===== config.mk =====
export PLATFORM = sky130hd
export DESIGN_NAME = joy_io_top
export DESIGN_NICKNAME = d
export VERILOG_FILES = /design/src/joy_pkg.sv /design/src/joy_io_top.sv /design/src/joy_regs.sv /design/src/joy_serial.sv /design/src/joy_tx_queue.sv
export SDC_FILE = /design/constraint.sdc
export NUM_CORES = 1
export LEC_CHECK = 0
export BUFFER_PORTS_ARGS = -buffer_cell sky130_fd_sc_hd__buf_4
export CAP_MARGIN = 20
export CORE_ASPECT_RATIO = 0.9
export CORE_MARGIN = 2
export CORE_UTILIZATION = 32
export CTS_BUF_LIST = sky130_fd_sc_hd__clkbuf_8 sky130_fd_sc_hd__clkbuf_16
export DETAILED_ROUTE_END_ITERATION = 12
export SLEW_MARGIN = 5
export SYNTH_ARGS = -nofsm -noshare
export SYNTH_HDL_FRONTEND = slang
export SYNTH_SLANG_ARGS = --single-unit

===== constraint.sdc =====
create_clock -name i_clk -period 5 [get_ports i_clk]
set_input_delay 0.5 -clock i_clk [delete_from_list [all_inputs] [get_ports i_clk]]
set_output_delay 0.5 -clock i_clk [all_outputs]
set_load 0.005 [all_outputs]

===== src/joy_pkg.sv =====
// Access-width and register-offset enums, CPU bus, mode, control and queue-item structs
package joy_pkg;

	// --------------------------------------------------------------------------
	// Enums
	// --------------------------------------------------------------------------

	// Width of one CPU access
	typedef enum logic [1:0] {
		access_8bit  = 2'd0,
		access_16bit = 2'd1,
		access_32bit = 2'd2,
		access_undef = 2'd3
	} joy_access_e;

	// Register offset as 16-bit word index in the window
	typedef enum logic [2:0] {
		reg_tx_rx_data = 3'd0, // TX data on write, RX data on read
		reg_stat       = 3'd2, // Read only
		reg_mode       = 3'd4,
		reg_ctrl       = 3'd5,
		reg_baud       = 3'd7  // Reload value
	} joy_reg_e;

	// --------------------------------------------------------------------------
	// Structs
	// --------------------------------------------------------------------------

	// One CPU access, 41 bits
	typedef struct packed {
		logic        cs;    // Chip select
		logic        rd;
		logic        wr;
		logic [3:0]  addr;  // Byte address in window
		joy_access_e width;
		logic [31:0] wdata;
	} joy_bus_t;

	// JOY_MODE fields, 7 bits
	typedef struct packed {
		logic       clk_pol;     // Bit 8, read back only
		logic       parity_odd;  // Bit 5
		logic       parity_en;   // Bit 4
		logic [1:0] char_len;    // Bits 3..2
		logic [1:0] reload_fact; // Bits 1..0, 0 and 1 both mean x1
	} joy_mode_t;

	// JOY_CTRL fields, 11 bits
	// Bits 4 and 6 act on write only and are not stored
	typedef struct packed {
		logic       slot;        // Bit 13
		logic       ack_int_en;  // Bit 12
		logic       rx_int_en;   // Bit 11
		logic       tx_int_en;   // Bit 10
		logic [1:0] rx_int_mode; // Bits 9..8
		logic       bit5;
		logic       bit3;
		logic       rx_en;       // Bit 2
		logic       sel;         // Bit 1
		logic       tx_en;       // Bit 0
	} joy_ctrl_t;

	// Queued TX byte with its slot
	typedef struct packed {
		logic       slot;
		logic [7:0] data;
	} joy_tx_item_t;

endpackage


===== src/joy_io_top.sv =====
// Top level joining register block, transmit queue and serial engine
`timescale 1ns/1ps

module joy_io_top #(
	parameter int TXQ_DEPTH = 4,
	parameter int TIMER_W   = 21
) (
	input  logic              i_clk,
	input  logic              i_resetACK,
	input  joy_pkg::joy_bus_t i_bus,
	output logic [31:0]       o_rdata,
	output logic              o_int7,
	output logic              o_bad_access,
	output logic              o_port_clk,
	output logic [1:0]        o_port_sel,
	output logic              o_port_txd,
	input  logic [1:0]        i_port_rxd
);

	// --------------------------------------------------------------------------
	// Interconnect
	// --------------------------------------------------------------------------
	logic                  tx_req;
	logic                  tx_ack;
	joy_pkg::joy_tx_item_t tx_item;
	logic                  q_req;
	logic                  q_ack;
	joy_pkg::joy_tx_item_t q_item;
	logic                  rx_req;
	logic                  rx_ack;
	logic [7:0]            rx_data;
	joy_pkg::joy_mode_t    mode;
	logic [15:0]           baud_reload;

	// CPU registers, producer of TX bytes
	joy_regs joy_regs_inst (
		.i_clk         (i_clk),
		.i_resetACK    (i_resetACK),
		.i_bus         (i_bus),
		.o_rdata       (o_rdata),
		.o_int7        (o_int7),
		.o_bad_access  (o_bad_access),
		.o_tx_req      (tx_req),
		.o_tx_item     (tx_item),
		.i_tx_ack      (tx_ack),
		.i_rx_req      (rx_req),
		.i_rx_data     (rx_data),
		.o_rx_ack      (rx_ack),
		.o_mode        (mode),
		.o_baud_reload (baud_reload)
	);

	joy_tx_queue #(
		.TXQ_DEPTH (TXQ_DEPTH)
	) joy_tx_queue_inst (
		.i_clk       (i_clk),
		.i_resetACK  (i_resetACK),
		.i_push_req  (tx_req),
		.i_push_item (tx_item),
		.o_push_ack  (tx_ack),
		.o_pop_req   (q_req),
		.o_pop_item  (q_item),
		.i_pop_ack   (q_ack)
	);

	// Consumer, drives the port pins
	joy_serial #(
		.TIMER_W (TIMER_W)
	) joy_serial_inst (
		.i_clk         (i_clk),
		.i_resetACK    (i_resetACK),
		.i_mode        (mode),
		.i_baud_reload (baud_reload),
		.i_q_req       (q_req),
		.i_q_item      (q_item),
		.o_q_ack       (q_ack),
		.o_rx_req      (rx_req),
		.o_rx_data     (rx_data),
		.i_rx_ack      (rx_ack),
		.o_port_clk    (o_port_clk),
		.o_port_sel    (o_port_sel),
		.o_port_txd    (o_port_txd),
		.i_port_rxd    (i_port_rxd)
	);

endmodule


===== src/joy_regs.sv =====
// CPU register block with access decode, MODE/CTRL/BAUD registers, TX push and RX history
`timescale 1ns/1ps

module joy_regs (
	input  logic                  i_clk,
	input  logic                  i_resetACK,
	input  joy_pkg::joy_bus_t     i_bus,
	output logic [31:0]           o_rdata,
	output logic                  o_int7,
	output logic                  o_bad_access,
	output logic                  o_tx_req,
	output joy_pkg::joy_tx_item_t o_tx_item,
	input  logic                  i_tx_ack,
	input  logic                  i_rx_req,
	input  logic [7:0]            i_rx_data,
	output logic                  o_rx_ack,
	output joy_pkg::joy_mode_t    o_mode,
	output logic [15:0]           o_baud_reload
);

	joy_pkg::joy_reg_e  word;          // Decoded register
	joy_pkg::joy_ctrl_t ctrl_q;
	logic [31:0]        rx_hist_q;     // Last four RX bytes, newest low
	logic               tx_finished_q; // STAT bit 2
	logic               rx_pending_q;  // STAT bit 1
	logic               irq_q;         // STAT bit 9, sticky
	logic [31:0]        rd_mux;

	logic wr;
	logic rd;
	logic bad_access;
	logic ctrl_wr;
	logic ctrl_reset;
	logic ack_clear;
	logic tx_ready;
	logic tx_accept;
	logic rx_take;

	// --------------------------------------------------------------------------
	// Access decode
	// --------------------------------------------------------------------------
	assign word = joy_pkg::joy_reg_e'(i_bus.addr[3:1]);
	assign wr   = i_bus.cs && i_bus.wr;
	assign rd   = i_bus.cs && i_bus.rd;

	// Forbidden offsets and widths
	assign bad_access = i_bus.cs && (
		(i_bus.addr[3:1] == 3'd1) ||
		(i_bus.addr[3:1] == 3'd3) ||
		(((word == joy_pkg::reg_mode) || (word == joy_pkg::reg_ctrl)) &&
		 (i_bus.width == joy_pkg::access_32bit)) ||
		((i_bus.width == joy_pkg::access_8bit) && (i_bus.addr != 4'd0)));

	assign ctrl_wr    = wr && (word == joy_pkg::reg_ctrl);
	assign ack_clear  = ctrl_wr && i_bus.wdata[4]; // Clears IRQ
	assign ctrl_reset = ctrl_wr && i_bus.wdata[6]; // Soft reset of registers

	// No push in flight on either wire
	assign tx_ready = !o_tx_req && !i_tx_ack;

	// TX byte taken only at 32 bit, unselected and enabled
	assign tx_accept = wr && (word == joy_pkg::reg_tx_rx_data) &&
		(i_bus.width == joy_pkg::access_32bit) &&
		!ctrl_q.sel && ctrl_q.tx_en && tx_ready;

	assign rx_take = i_rx_req && !o_rx_ack; // New byte from serial engine

	// --------------------------------------------------------------------------
	// Handshakes towards queue and serial engine
	// --------------------------------------------------------------------------
	always_ff @(posedge i_clk) begin
		if (i_resetACK) begin
			o_tx_req <= 1'b0;
			o_rx_ack <= 1'b0;
		end else begin
			if (tx_accept) begin
				o_tx_req <= 1'b1;
			end else if (o_tx_req && i_tx_ack) begin
				o_tx_req <= 1'b0; // Queue has it
			end
			if (rx_take) begin
				o_rx_ack <= 1'b1;
			end else if (!i_rx_req) begin
				o_rx_ack <= 1'b0;
			end
		end
	end

	// Item stays stable while req is high
	always_ff @(posedge i_clk) begin
		if (tx_accept) begin
			o_tx_item.slot <= ctrl_q.slot;
			o_tx_item.data <= i_bus.wdata[7:0];
		end
	end

	// --------------------------------------------------------------------------
	// Registers
	// --------------------------------------------------------------------------
	always_ff @(posedge i_clk) begin
		if (i_resetACK || ctrl_reset) begin
			o_mode        <= '0;
			ctrl_q        <= '0;
			o_baud_reload <= 16'd0;
			rx_hist_q     <= 32'd0;
			tx_finished_q <= 1'b0;
			rx_pending_q  <= 1'b0;
			irq_q         <= 1'b0;
			o_bad_access  <= 1'b0;
		end else begin
			if (bad_access) begin
				o_bad_access <= 1'b1; // Sticky
			end

			if (wr) begin
				case (word)
					joy_pkg::reg_mode: begin
						o_mode.reload_fact <= i_bus.wdata[1:0];
						o_mode.char_len    <= i_bus.wdata[3:2];
						o_mode.parity_en   <= i_bus.wdata[4];
						o_mode.parity_odd  <= i_bus.wdata[5];
						o_mode.clk_pol     <= i_bus.wdata[8];
					end
					joy_pkg::reg_ctrl: begin
						ctrl_q.tx_en       <= i_bus.wdata[0];
						ctrl_q.sel         <= i_bus.wdata[1];
						ctrl_q.rx_en       <= i_bus.wdata[2];
						ctrl_q.bit3        <= i_bus.wdata[3];
						ctrl_q.bit5        <= i_bus.wdata[5];
						ctrl_q.rx_int_mode <= i_bus.wdata[9:8];
						ctrl_q.tx_int_en   <= i_bus.wdata[10];
						ctrl_q.rx_int_en   <= i_bus.wdata[11];
						ctrl_q.ack_int_en  <= i_bus.wdata[12];
						ctrl_q.slot        <= i_bus.wdata[13];
					end
					joy_pkg::reg_baud: o_baud_reload <= i_bus.wdata[15:0];
					default: ;
				endcase
			end

			if (tx_accept) begin
				tx_finished_q <= 1'b0; // New transfer under way
			end
			if (ack_clear) begin
				irq_q <= 1'b0;
			end
			if (rd && (word == joy_pkg::reg_tx_rx_data)) begin
				rx_pending_q <= 1'b0;
			end

			// End of transfer, a new event wins over a clear
			if (rx_take) begin
				rx_hist_q     <= {rx_hist_q[23:0], i_rx_data};
				tx_finished_q <= 1'b1;
				rx_pending_q  <= 1'b1;
				if (ctrl_q.tx_int_en) begin
					irq_q <= 1'b1;
				end
			end
		end
	end

	assign o_int7 = irq_q;

	// --------------------------------------------------------------------------
	// Read mux, registered one cycle
	// --------------------------------------------------------------------------
	always_comb begin
		rd_mux = 32'd0;
		case (word)
			joy_pkg::reg_tx_rx_data: rd_mux = rx_hist_q;
			joy_pkg::reg_stat: begin
				rd_mux[0] = tx_ready;
				rd_mux[1] = rx_pending_q;
				rd_mux[2] = tx_finished_q;
				rd_mux[9] = irq_q;
			end
			joy_pkg::reg_mode: begin
				rd_mux[1:0] = o_mode.reload_fact;
				rd_mux[3:2] = o_mode.char_len;
				rd_mux[4]   = o_mode.parity_en;
				rd_mux[5]   = o_mode.parity_odd;
				rd_mux[8]   = o_mode.clk_pol;
			end
			joy_pkg::reg_ctrl: begin
				rd_mux[0]   = ctrl_q.tx_en;
				rd_mux[1]   = ctrl_q.sel;
				rd_mux[2]   = ctrl_q.rx_en;
				rd_mux[3]   = ctrl_q.bit3;
				rd_mux[5]   = ctrl_q.bit5;
				rd_mux[9:8] = ctrl_q.rx_int_mode;
				rd_mux[10]  = ctrl_q.tx_int_en;
				rd_mux[11]  = ctrl_q.rx_int_en;
				rd_mux[12]  = ctrl_q.ack_int_en;
				rd_mux[13]  = ctrl_q.slot;
			end
			joy_pkg::reg_baud: rd_mux[15:0] = o_baud_reload;
			default: ;
		endcase
	end

	always_ff @(posedge i_clk) begin
		if (rd) begin
			o_rdata <= rd_mux; // Valid the cycle after the access
		end
	end

endmodule


===== src/joy_serial.sv =====
// Baud timer and byte shift engine for the two controller slots
`timescale 1ns/1ps

module joy_serial #(
	parameter int TIMER_W = 21
) (
	input  logic                  i_clk,
	input  logic                  i_resetACK,
	input  joy_pkg::joy_mode_t    i_mode,
	input  logic [15:0]           i_baud_reload,
	input  logic                  i_q_req,
	input  joy_pkg::joy_tx_item_t i_q_item,
	output logic                  o_q_ack,
	output logic                  o_rx_req,
	output logic [7:0]            o_rx_data,
	input  logic                  i_rx_ack,
	output logic                  o_port_clk,
	output logic [1:0]            o_port_sel,
	output logic                  o_port_txd,
	input  logic [1:0]            i_port_rxd
);

	localparam int PROD_W = TIMER_W + 1;

	typedef enum logic [2:0] {
		st_idle,   // Wait for queue item
		st_latch,  // Close pop handshake, align to tick
		st_low,    // Port clock low, bit driven
		st_high,   // Port clock high, bit sampled
		st_return  // Hand RX byte back
	} state_e;

	state_e             state_q;
	logic [PROD_W-1:0]  product;     // Reload times factor
	logic [TIMER_W-1:0] half_period;
	logic [TIMER_W-1:0] half_q;      // Last applied half period
	logic [TIMER_W-1:0] timer_q;
	logic               tick;
	logic [7:0]         tx_sh_q;
	logic [7:0]         rx_sh_q;
	logic               slot_q;
	logic [2:0]         bit_q;

	// --------------------------------------------------------------------------
	// Baud timer
	// --------------------------------------------------------------------------
	always_comb begin
		case (i_mode.reload_fact)
			2'd2:    product = PROD_W'(i_baud_reload) << 4; // x16
			2'd3:    product = PROD_W'(i_baud_reload) << 6; // x64
			default: product = PROD_W'(i_baud_reload);
		endcase
		half_period = product[PROD_W-1:1];
		if (half_period == '0) begin
			half_period = TIMER_W'(1); // Never below one cycle
		end
	end

	assign tick = (timer_q == '0); // One per half period

	// Free running, a new reload value or factor restarts it
	always_ff @(posedge i_clk) begin
		if (i_resetACK) begin
			timer_q <= '0;
			half_q  <= '0;
		end else begin
			half_q <= half_period;
			if (tick || (half_period != half_q)) begin
				timer_q <= half_period - 1'b1;
			end else begin
				timer_q <= timer_q - 1'b1;
			end
		end
	end

	// --------------------------------------------------------------------------
	// Shift engine
	// --------------------------------------------------------------------------
	always_ff @(posedge i_clk) begin
		if (i_resetACK) begin
			state_q    <= st_idle;
			o_q_ack    <= 1'b0;
			o_rx_req   <= 1'b0;
			o_port_clk <= 1'b1; // Idles high
			o_port_sel <= 2'b00;
			o_port_txd <= 1'b1;
			bit_q      <= 3'd0;
		end else begin
			case (state_q)
				st_idle: begin
					if (i_q_req) begin
						tx_sh_q <= i_q_item.data;
						slot_q  <= i_q_item.slot;
						o_q_ack <= 1'b1;
						state_q <= st_latch;
					end
				end
				st_latch: begin
					if (!i_q_req) begin
						o_q_ack <= 1'b0;
					end
					if (!o_q_ack && tick) begin
						o_port_sel <= 2'b01 << slot_q;
						o_port_clk <= 1'b0;
						o_port_txd <= tx_sh_q[0];        // Bit 0 on first fall
						tx_sh_q    <= {1'b0, tx_sh_q[7:1]};
						bit_q      <= 3'd0;
						state_q    <= st_low;
					end
				end
				st_low: begin
					if (tick) begin
						o_port_clk <= 1'b1;
						rx_sh_q    <= {i_port_rxd[slot_q], rx_sh_q[7:1]}; // LSB first
						state_q    <= st_high;
					end
				end
				st_high: begin
					if (tick) begin
						if (bit_q == 3'd7) begin
							// Eight bits done
							o_port_sel <= 2'b00;
							o_port_txd <= 1'b1;
							o_rx_req   <= 1'b1;
							state_q    <= st_return;
						end else begin
							o_port_clk <= 1'b0;
							o_port_txd <= tx_sh_q[0];
							tx_sh_q    <= {1'b0, tx_sh_q[7:1]};
							bit_q      <= bit_q + 3'd1;
							state_q    <= st_low;
						end
					end
				end
				st_return: begin
					if (o_rx_req && i_rx_ack) begin
						o_rx_req <= 1'b0;
					end
					if (!o_rx_req && !i_rx_ack) begin
						state_q <= st_idle; // Return handshake closed
					end
				end
				default: state_q <= st_idle;
			endcase
		end
	end

	assign o_rx_data = rx_sh_q; // Stable while rx_req is high

endmodule


===== src/joy_tx_queue.sv =====
// Transmit FIFO with four-phase push and pop handshakes
`timescale 1ns/1ps

module joy_tx_queue #(
	parameter int TXQ_DEPTH = 4 // Power of two
) (
	input  logic                  i_clk,
	input  logic                  i_resetACK,
	input  logic                  i_push_req,
	input  joy_pkg::joy_tx_item_t i_push_item,
	output logic                  o_push_ack,
	output logic                  o_pop_req,
	output joy_pkg::joy_tx_item_t o_pop_item,
	input  logic                  i_pop_ack
);

	localparam int PTR_W = $clog2(TXQ_DEPTH);
	localparam int CNT_W = PTR_W + 1;

	joy_pkg::joy_tx_item_t mem [TXQ_DEPTH];
	logic [PTR_W-1:0]      wr_ptr_q;
	logic [PTR_W-1:0]      rd_ptr_q;
	logic [CNT_W-1:0]      count_q;
	logic                  push_do;
	logic                  pop_do;

	// Store on a fresh req with room left, stall when full
	assign push_do = i_push_req && !o_push_ack && (count_q != CNT_W'(TXQ_DEPTH));
	assign pop_do  = o_pop_req && i_pop_ack; // Engine latched head

	assign o_pop_item = mem[rd_ptr_q];

	always_ff @(posedge i_clk) begin
		if (push_do) begin
			mem[wr_ptr_q] <= i_push_item;
		end
	end

	always_ff @(posedge i_clk) begin
		if (i_resetACK) begin
			wr_ptr_q   <= '0;
			rd_ptr_q   <= '0;
			count_q    <= '0;
			o_push_ack <= 1'b0;
			o_pop_req  <= 1'b0;
		end else begin
			// Push side
			if (push_do) begin
				wr_ptr_q   <= wr_ptr_q + 1'b1; // Wraps at depth
				o_push_ack <= 1'b1;
			end else if (!i_push_req) begin
				o_push_ack <= 1'b0;
			end

			// Pop side, next req only after ack is back low
			if (pop_do) begin
				rd_ptr_q  <= rd_ptr_q + 1'b1;
				o_pop_req <= 1'b0;
			end else if (!o_pop_req && !i_pop_ack && (count_q != '0)) begin
				o_pop_req <= 1'b1;
			end

			count_q <= count_q + CNT_W'(push_do) - CNT_W'(pop_do);
		end
	end

endmodule


# Yosys cells after proc, flatten, opt, wreduce, memory -nomap -nowiden
# Memory sizes are Yosys's and may differ from the RTL's. A register that Yosys moved wholly into a read port is not among the register bits.
# Index checks and enable logic that the tools add are counted.
word_totals:
  regBits: 193
  ram_bits: 36
  inputBits: 45
  output_inout_bits: 38
  wordCells: 216
  memories: 1
classes:
  addsub: 7
  magnitude_cmp: 1
  n_eq_ne: 27
  shifts: 1
  mux: 67
  bitwise: 1
  n_reduce_logical: 67
memory_table:
  columns: ["memory", "words", "word_bits", "read_ports", "rd_clocked_by_memory_dff", "wr", "line", "source"]
  rows:
  - ["joy_tx_queue_inst.mem", 4, 9, 1, 1, 1, "joy_tx_queue.sv:20", "joy_pkg::joy_tx_item_t mem [TXQ_DEPTH];"]
op_table:
  columns: ["operator", "count"]
  rows:
  - ["$pmux W22 S2", 1]
  - ["$logic_not A21 Y1", 2]
  - ["$mux W21", 2]
  - ["$sub A21 B1 Y21 const B", 2]
  - ["$mux W8", 4]
  - ["$pmux W3 S5", 2]
  - ["$mux W1", 29]
  - ["$mux W3", 9]
  - ["$logic_and A1 B1 Y1", 25]
  - ["$pmux W8 S3", 1]
  - ["$ne A21 B21 Y1", 1]
  - ["$pmux W1 S4", 4]
  - ["$eq A3 B3 Y1 const B", 5]
  - ["$ne A2 B1 Y1 const B", 7]
  - ["$eq A3 B2 Y1 const B", 4]
  - ["$pmux W2 S2", 3]
  - ["$pmux W4 S3", 1]
  - ["$reduce_and A3 Y1", 4]
  - ["$reduce_and A4 Y1", 3]
  - ["$reduce_bool A2 Y1", 6]
  - ["$mux W2", 5]
  - ["$reduce_and A5 Y1", 2]
  - ["$reduce_bool A3 Y1", 3]
  - ["$ne A2 B2 Y1 const B", 4]
  - ["other kinds (21)", 42]

# Longest topological paths before layout
depth:
  word_depth: 8
  depth_mapped: 22
  ltp_nobuf: 16

# By module
# A second synthesis with hierarchy kept.
hier_totals:
  hier_cells: 1067
  hier_area_um2: 11006.8
modules_own_cells:
  columns: ["module", "instances", "cells_each", "area_per_inst_um2", "seq_area_each_um2"]
  rows:
  - ["joy_regs", 1, 451, 4753.3, 2672.6]
  - ["joy_serial", 1, 515, 4425.5, 1591.5]
  - ["joy_tx_queue", 1, 101, 1828.0, 1301.2]

# Worst setup path before layout
# OpenSTA, ideal clock, no wires.
synth_timing:
  path_kind: "flip-flop to flip-flop"
  from: "reg joy_serial_inst.timer_q[13]"
  to: "reg joy_serial_inst.timer_q[20]"
  setup_time_ns: 0.128
  arrival_ns: 4.043
  required_ns: 4.872
  setup_slack_ns: 0.829
  path_stages_with_launch: 20
  n_path_buf: 3
  period_less_slack_ns: 4.171
  cell_sequence: "dfxtp_1 -> or4_1 -> or3_1 -> or4_1 -> buf_2 -> nand4b_2 -> a2111oi_4 -> a21bo_2 -> a21o_1 -> buf_6 -> inv_1 -> ha_1 -> clkbuf_1 -> nand3_1 -> nor4_1 -> nand2_1 -> or3_1 -> a21oi_1 -> xnor2_1 -> nor2_1"
synth_between:
  elab_chain_len: 3
  elab_cells_between_ends: 4
  cone_classes: "add/sub: 1; mux: 1; reduce/logical: 2"
synth_lines:
  columns: ["item", "line", "source"]
  rows:
  - ["start, declared", "joy_serial.sv:37", "logic [TIMER_W-1:0] timer_q;"]
  - ["start signal, assigned", "joy_serial.sv:69", "timer_q <= half_period - 1'b1;"]
  - ["start signal, assigned", "joy_serial.sv:71", "timer_q <= timer_q - 1'b1;"]
  - ["branches (longest 2 deep; another with $sub A21 B1 Y21)", null, null]
  - ["$mux W21 (*)", "joy_serial.sv:68", "if (tick || (half_period != half_q)) begin"]
# Every way passes the cells marked *.
# A chain may end at the register's enable or synchronous reset.

# Worst setup path after layout
layout_timing:
  from: "reg joy_regs_inst.o_mode[0] in the netlist's numbering"
  to: "reg joy_serial_inst.timer_q[20]"
layout_between:
  elab_chain_len: 7
  elab_cells_between_ends: 9
  cone_classes: "add/sub: 1; eq/ne: 3; mux: 3; reduce/logical: 2"
layout_lines:
  columns: ["item", "line", "source"]
  rows:
  - ["start, declared", "joy_regs.sv:17", "output joy_pkg::joy_mode_t o_mode,"]
  - ["$eq A2 B2 Y1", "joy_serial.sv:48", "case (i_mode.reload_fact)"]
  - ["$pmux W22 S2 (*)", "joy_serial.sv:48", null]
  - ["$logic_not A21 Y1", "joy_serial.sv:54", "if (half_period == '0) begin"]
  - ["$mux W21 (*)", "joy_serial.sv:54", null]
  - ["branches (longest 2 deep; another with $sub A21 B1 Y21)", null, null]
  - ["$mux W21 (*)", "joy_serial.sv:68", null]
# Marks and branches as above.

==> out/results.tsv <==
stage	metric	value	unit
power_and_ir_drop	PwrDens	384	mW/mm^2
logic_synthesis	main area contributors after synthesis	edfxtp_1 (28%), dfxtp_1 (27%), nand2_1 (5.7%), mux2i_1 (4.2%), a21oi_1 (4.2%)	
logic_synthesis	Distinct cells, synth	67	
layout	area grow syn2layout	17.4	%
layout	Finished Layout Cells	1489	
clock_network	CTS root buf	clkbuf_16	
logic_synthesis	ys async rst share	0	
layout	share of layout cells above drive strength 1	0.160	
floorplanning	Die Ht	174	um
min_path	HP Class	primary input to register	
critical_path	Worst Path Arrival	4990	ps
global_route	met3 Resource Use GR	0.0204	
clock_network	Worst-path clk slew	60	ps
placed_design	placed cells	1441	
layout	nets	1109	
sta	Final Hold Fails	0	
floorplanning	Cell Rows	62	
critical_path	CP Max Fanout	14	
power_and_ir_drop	P_leak	4.40	nW
floorplanning	Die ar.	0.0334	mm^2
global_route	gr usage total	0.147	
logic_synthesis	Main synth FF type	dfxtp_1	
logic_synthesis	sequential area share after synthesis	0.544	
sta	Worst slew margin	0.511	
drt	Residual DRC	0	
logic_synthesis	post-synthesis cell area	0.0102	mm^2
logic_synthesis	syn nets	1054	
floorplanning	Core Area	0.0317	mm^2
layout	final core utilization	0.379	
drt	wire per inst	16.3	um
critical_path	Setup CP Type	register to register	
logic_synthesis	YS warnings	0	
critical_path	Crit. End Element	register	
placed_design	IO buf count	66	
power_and_ir_drop	combinational share of power	0.141	
sta	min Tclk post-route	4620	ps
global_route	first-pass GRT wire length	39200	um
floorplanning	IO Pins	83	
global_route	GRT met1 Usage	0.211	
placed_design	Detail Placement HPWL	16800	um
power_and_ir_drop	Net Switching	0.00117	W
clock_network	Max Buffers Root-to-Sink	3	
flow_run	number of max-cap violations	0	
logic_synthesis	commonest cells in the netlist	nand2_1 (156), dfxtp_1 (137), edfxtp_1 (94), nor2_1 (94), a21oi_1 (85)	
run_status	status	finished, final reports clean	
global_route	total congestion overflow	0	
clock_network	Post-CTS Setup Inserts	0	
logic_synthesis	Post-synth EDFFs	94	
clock_network	clock buffer count from CTS	25	
sta	Worst-Margin Slew	733	ps
sta	setup_tns	0	ps
clock_network	Skew-Pair Late Insertion Delay	510	ps
sta	fmax	216	MHz
logic_synthesis	Syn Inst Count	999	
drt	number of detailed-route iterations in the first pass	4	
global_route	initial antenna violation count	0	
sta	RSZ-0062 raised after global routing	false	
logic_synthesis	cell taking the most area after synthesis	edfxtp_1	
clock_network	H-tree levels	1	
drt	Routed Antenna Nets	0	
power_and_ir_drop	Sw Share	0.253	
critical_path	startpoint types	register	
floorplanning	initial core utilization	0.323	
clock_network	number of clock sinks	231	
logic_synthesis	flops & latches, synth	231	
logic_synthesis	Mapped Avg Cell Area	10.2	um^2
drt	DRT Wirelength	24200	um
clock_network	CTS tree	yes	
global_route	largest net degree at the start of global routing	67	
logic_synthesis	post-synth top area share	0.276	
sta	final setup skew	8.43	ps
sta	max-slew violations	0	
global_route	vias in the first global route	7120	
sta	fin crit share	0.924	
clock_network	Post-CTS Hold Buffers	0	
drt	vias per inst	4.87	
drt	via count	7248	
logic_synthesis	count leader, synth	nand2_1	
clock_network	Resize count post-CTS	0	
placed_design	Routability Congestion	0.827	
power_and_ir_drop	sequential power share	0.452	
global_route	met2 GRT Util	0.233	
critical_path	WP data required	5370	ps
power_and_ir_drop	Peak VDD IR	183	uV
floorplanning	Die Span X	193	um
power_and_ir_drop	clock network power share	0.407	
power_and_ir_drop	internal cell power	0.00345	W
drt	DRT iter0 DRCs	499	
global_route	GRT busiest layer	met2	
sta	Final setup viols	0	
## through the flow
stage	area (um^2)	setup WS (ps)	power, W	hold WS [ps]
finish	12000	379	0.00461	219
global route	12000	33.6	0.00482	196
CTS	12000	405	0.00467	198
detailed placement	11200	459	0.00277	439
global placement	11200	502	0.00277	432
floorplan	10200	829	0.00261	426
## worst paths after layout
check	startpoint	end	slack, ps	cells past startpoint
worst min register to register	joy_regs_inst.rx_hist_q[29]$_SDFFE_PP0P_	joy_regs_inst.rx_hist_q[29]$_SDFFE_PP0P_	450	2
worst max-delay path	joy_regs_inst.o_mode[0]$_SDFFE_PP0P_	joy_serial_inst.timer_q[20]$_SDFF_PP0_	380	16
worst max register to register	joy_regs_inst.o_mode[0]$_SDFFE_PP0P_	joy_serial_inst.timer_q[20]$_SDFF_PP0_	380	16
worst min-delay path	i_bus[4]	joy_regs_inst.o_tx_item[4]$_DFFE_PP_	220	1
## layout by cell type, fill, tap and decap left out, types with 4 or more instances in the layout
| cell | Yosys | final |
|---|---|---|
| nand2_1 | 156 | 156 |
| dfxtp_1 | 137 | 137 |
| edfxtp_1 | 94 | 94 |
| nor2_1 | 94 | 93 |
| buf_4 | 4 | 87 |
| a21oi_1 | 85 | 85 |
| mux2i_1 | 43 | 43 |
| xnor2_1 | 29 | 29 |
| and2_1 | 27 | 27 |
| xor2_1 | 25 | 25 |
| clkbuf_16 | 0 | 25 |
| inv_1 | 22 | 24 |
| nor3_1 | 22 | 21 |
| o21ai_0 | 21 | 21 |
| nand3_1 | 16 | 16 |
| mux2_2 | 14 | 14 |
| nor4_1 | 13 | 12 |
| nand2b_1 | 11 | 11 |
| a22o_1 | 10 | 10 |
| mux4_2 | 9 | 9 |
| ha_1 | 9 | 9 |
| a21o_1 | 9 | 8 |
| o22ai_1 | 7 | 7 |
| nor2b_1 | 7 | 7 |
| a211oi_1 | 5 | 5 |
| or3_1 | 5 | 5 |
| clkinv_2 | 0 | 5 |
| and3_1 | 4 | 4 |
| nor3b_1 | 4 | 4 |
| clkinv_1 | 0 | 4 |
| bufinv_16 | 0 | 4 |
## sequential cells by signal (all words and copies together), names as in the netlist, 8 cells and up, named ones only
name	flops
joy_serial_inst.half_q	21
joy_serial_inst.tx_sh_q	8
joy_regs_inst.o_rdata	32
joy_serial_inst.timer_q	21
joy_regs_inst.rx_hist_q	32
joy_regs_inst.o_tx_item	9
joy_serial_inst.o_rx_data	8
joy_tx_queue_inst.mem	36
joy_regs_inst.ctrl_q	11
joy_regs_inst.o_baud_reload	16
## power groups by stage
| stage | combinational [W] | sequential, W | clock, W |
|---|---|---|---|
| final | 0.000652 | 0.00208 | 0.00188 |
| after global routing | 0.000728 | 0.00209 | 0.00200 |
| after floorplan | 0.000500 | 0.00211 | 0 |
| after global placement | 0.000648 | 0.00212 | 0 |
| after CTS | 0.000656 | 0.00208 | 0.00193 |
| after detailed placement | 0.000651 | 0.00212 | 0 |
## area by class of cell
class	instances	area (um^2)
Timing Repair Buffer	89	672
Inverter	22	82.6
Multi-Input combinational cell	685	4340
Clock inverter	19	201
Tap cell	416	520
Antenna cell	1	2.50
Clock buffer	26	639
Sequential cell	231	5570
Fill cell	3115	19700
## cell families after synthesis
kind of cell    after synthesis  share of synthesized area
xor+xnor                     54                     0.0462
buf+inv                      83                     0.0347
compound gates              166                      0.100
simple gates                383                      0.174
fa+ha+maj                    10                     0.0130
flops                       231                      0.544
mux                          72                     0.0883
## worst max-delay path, stage by stage (launching register included)
cell       delay (ps)
dfxtp_1           770
buf_4             300
nor2b_1            60
a2111oi_0         480
o2111ai_1         260
o41a_1            480
xor2_1            170
nand2_2            90
mux2i_1           230
ha_1              200
nand3_1           140
nor4_1            380
nand2_1           200
or3_1             340
a21oi_1           170
xnor2_1           140
nor2_1             50
## metal layers
| layer | part of all wire | up-vias |
|---|---|---|
| met5 | 0 | - |
| met4 | 0.018 | 0 |
| met3 | 0.038 | 32 |
| met2 | 0.46 | 129 |
| met1 | 0.48 | 3477 |
| li1 | - | 3610 |
No activity file was read; power rests on OpenSTA's default activity.
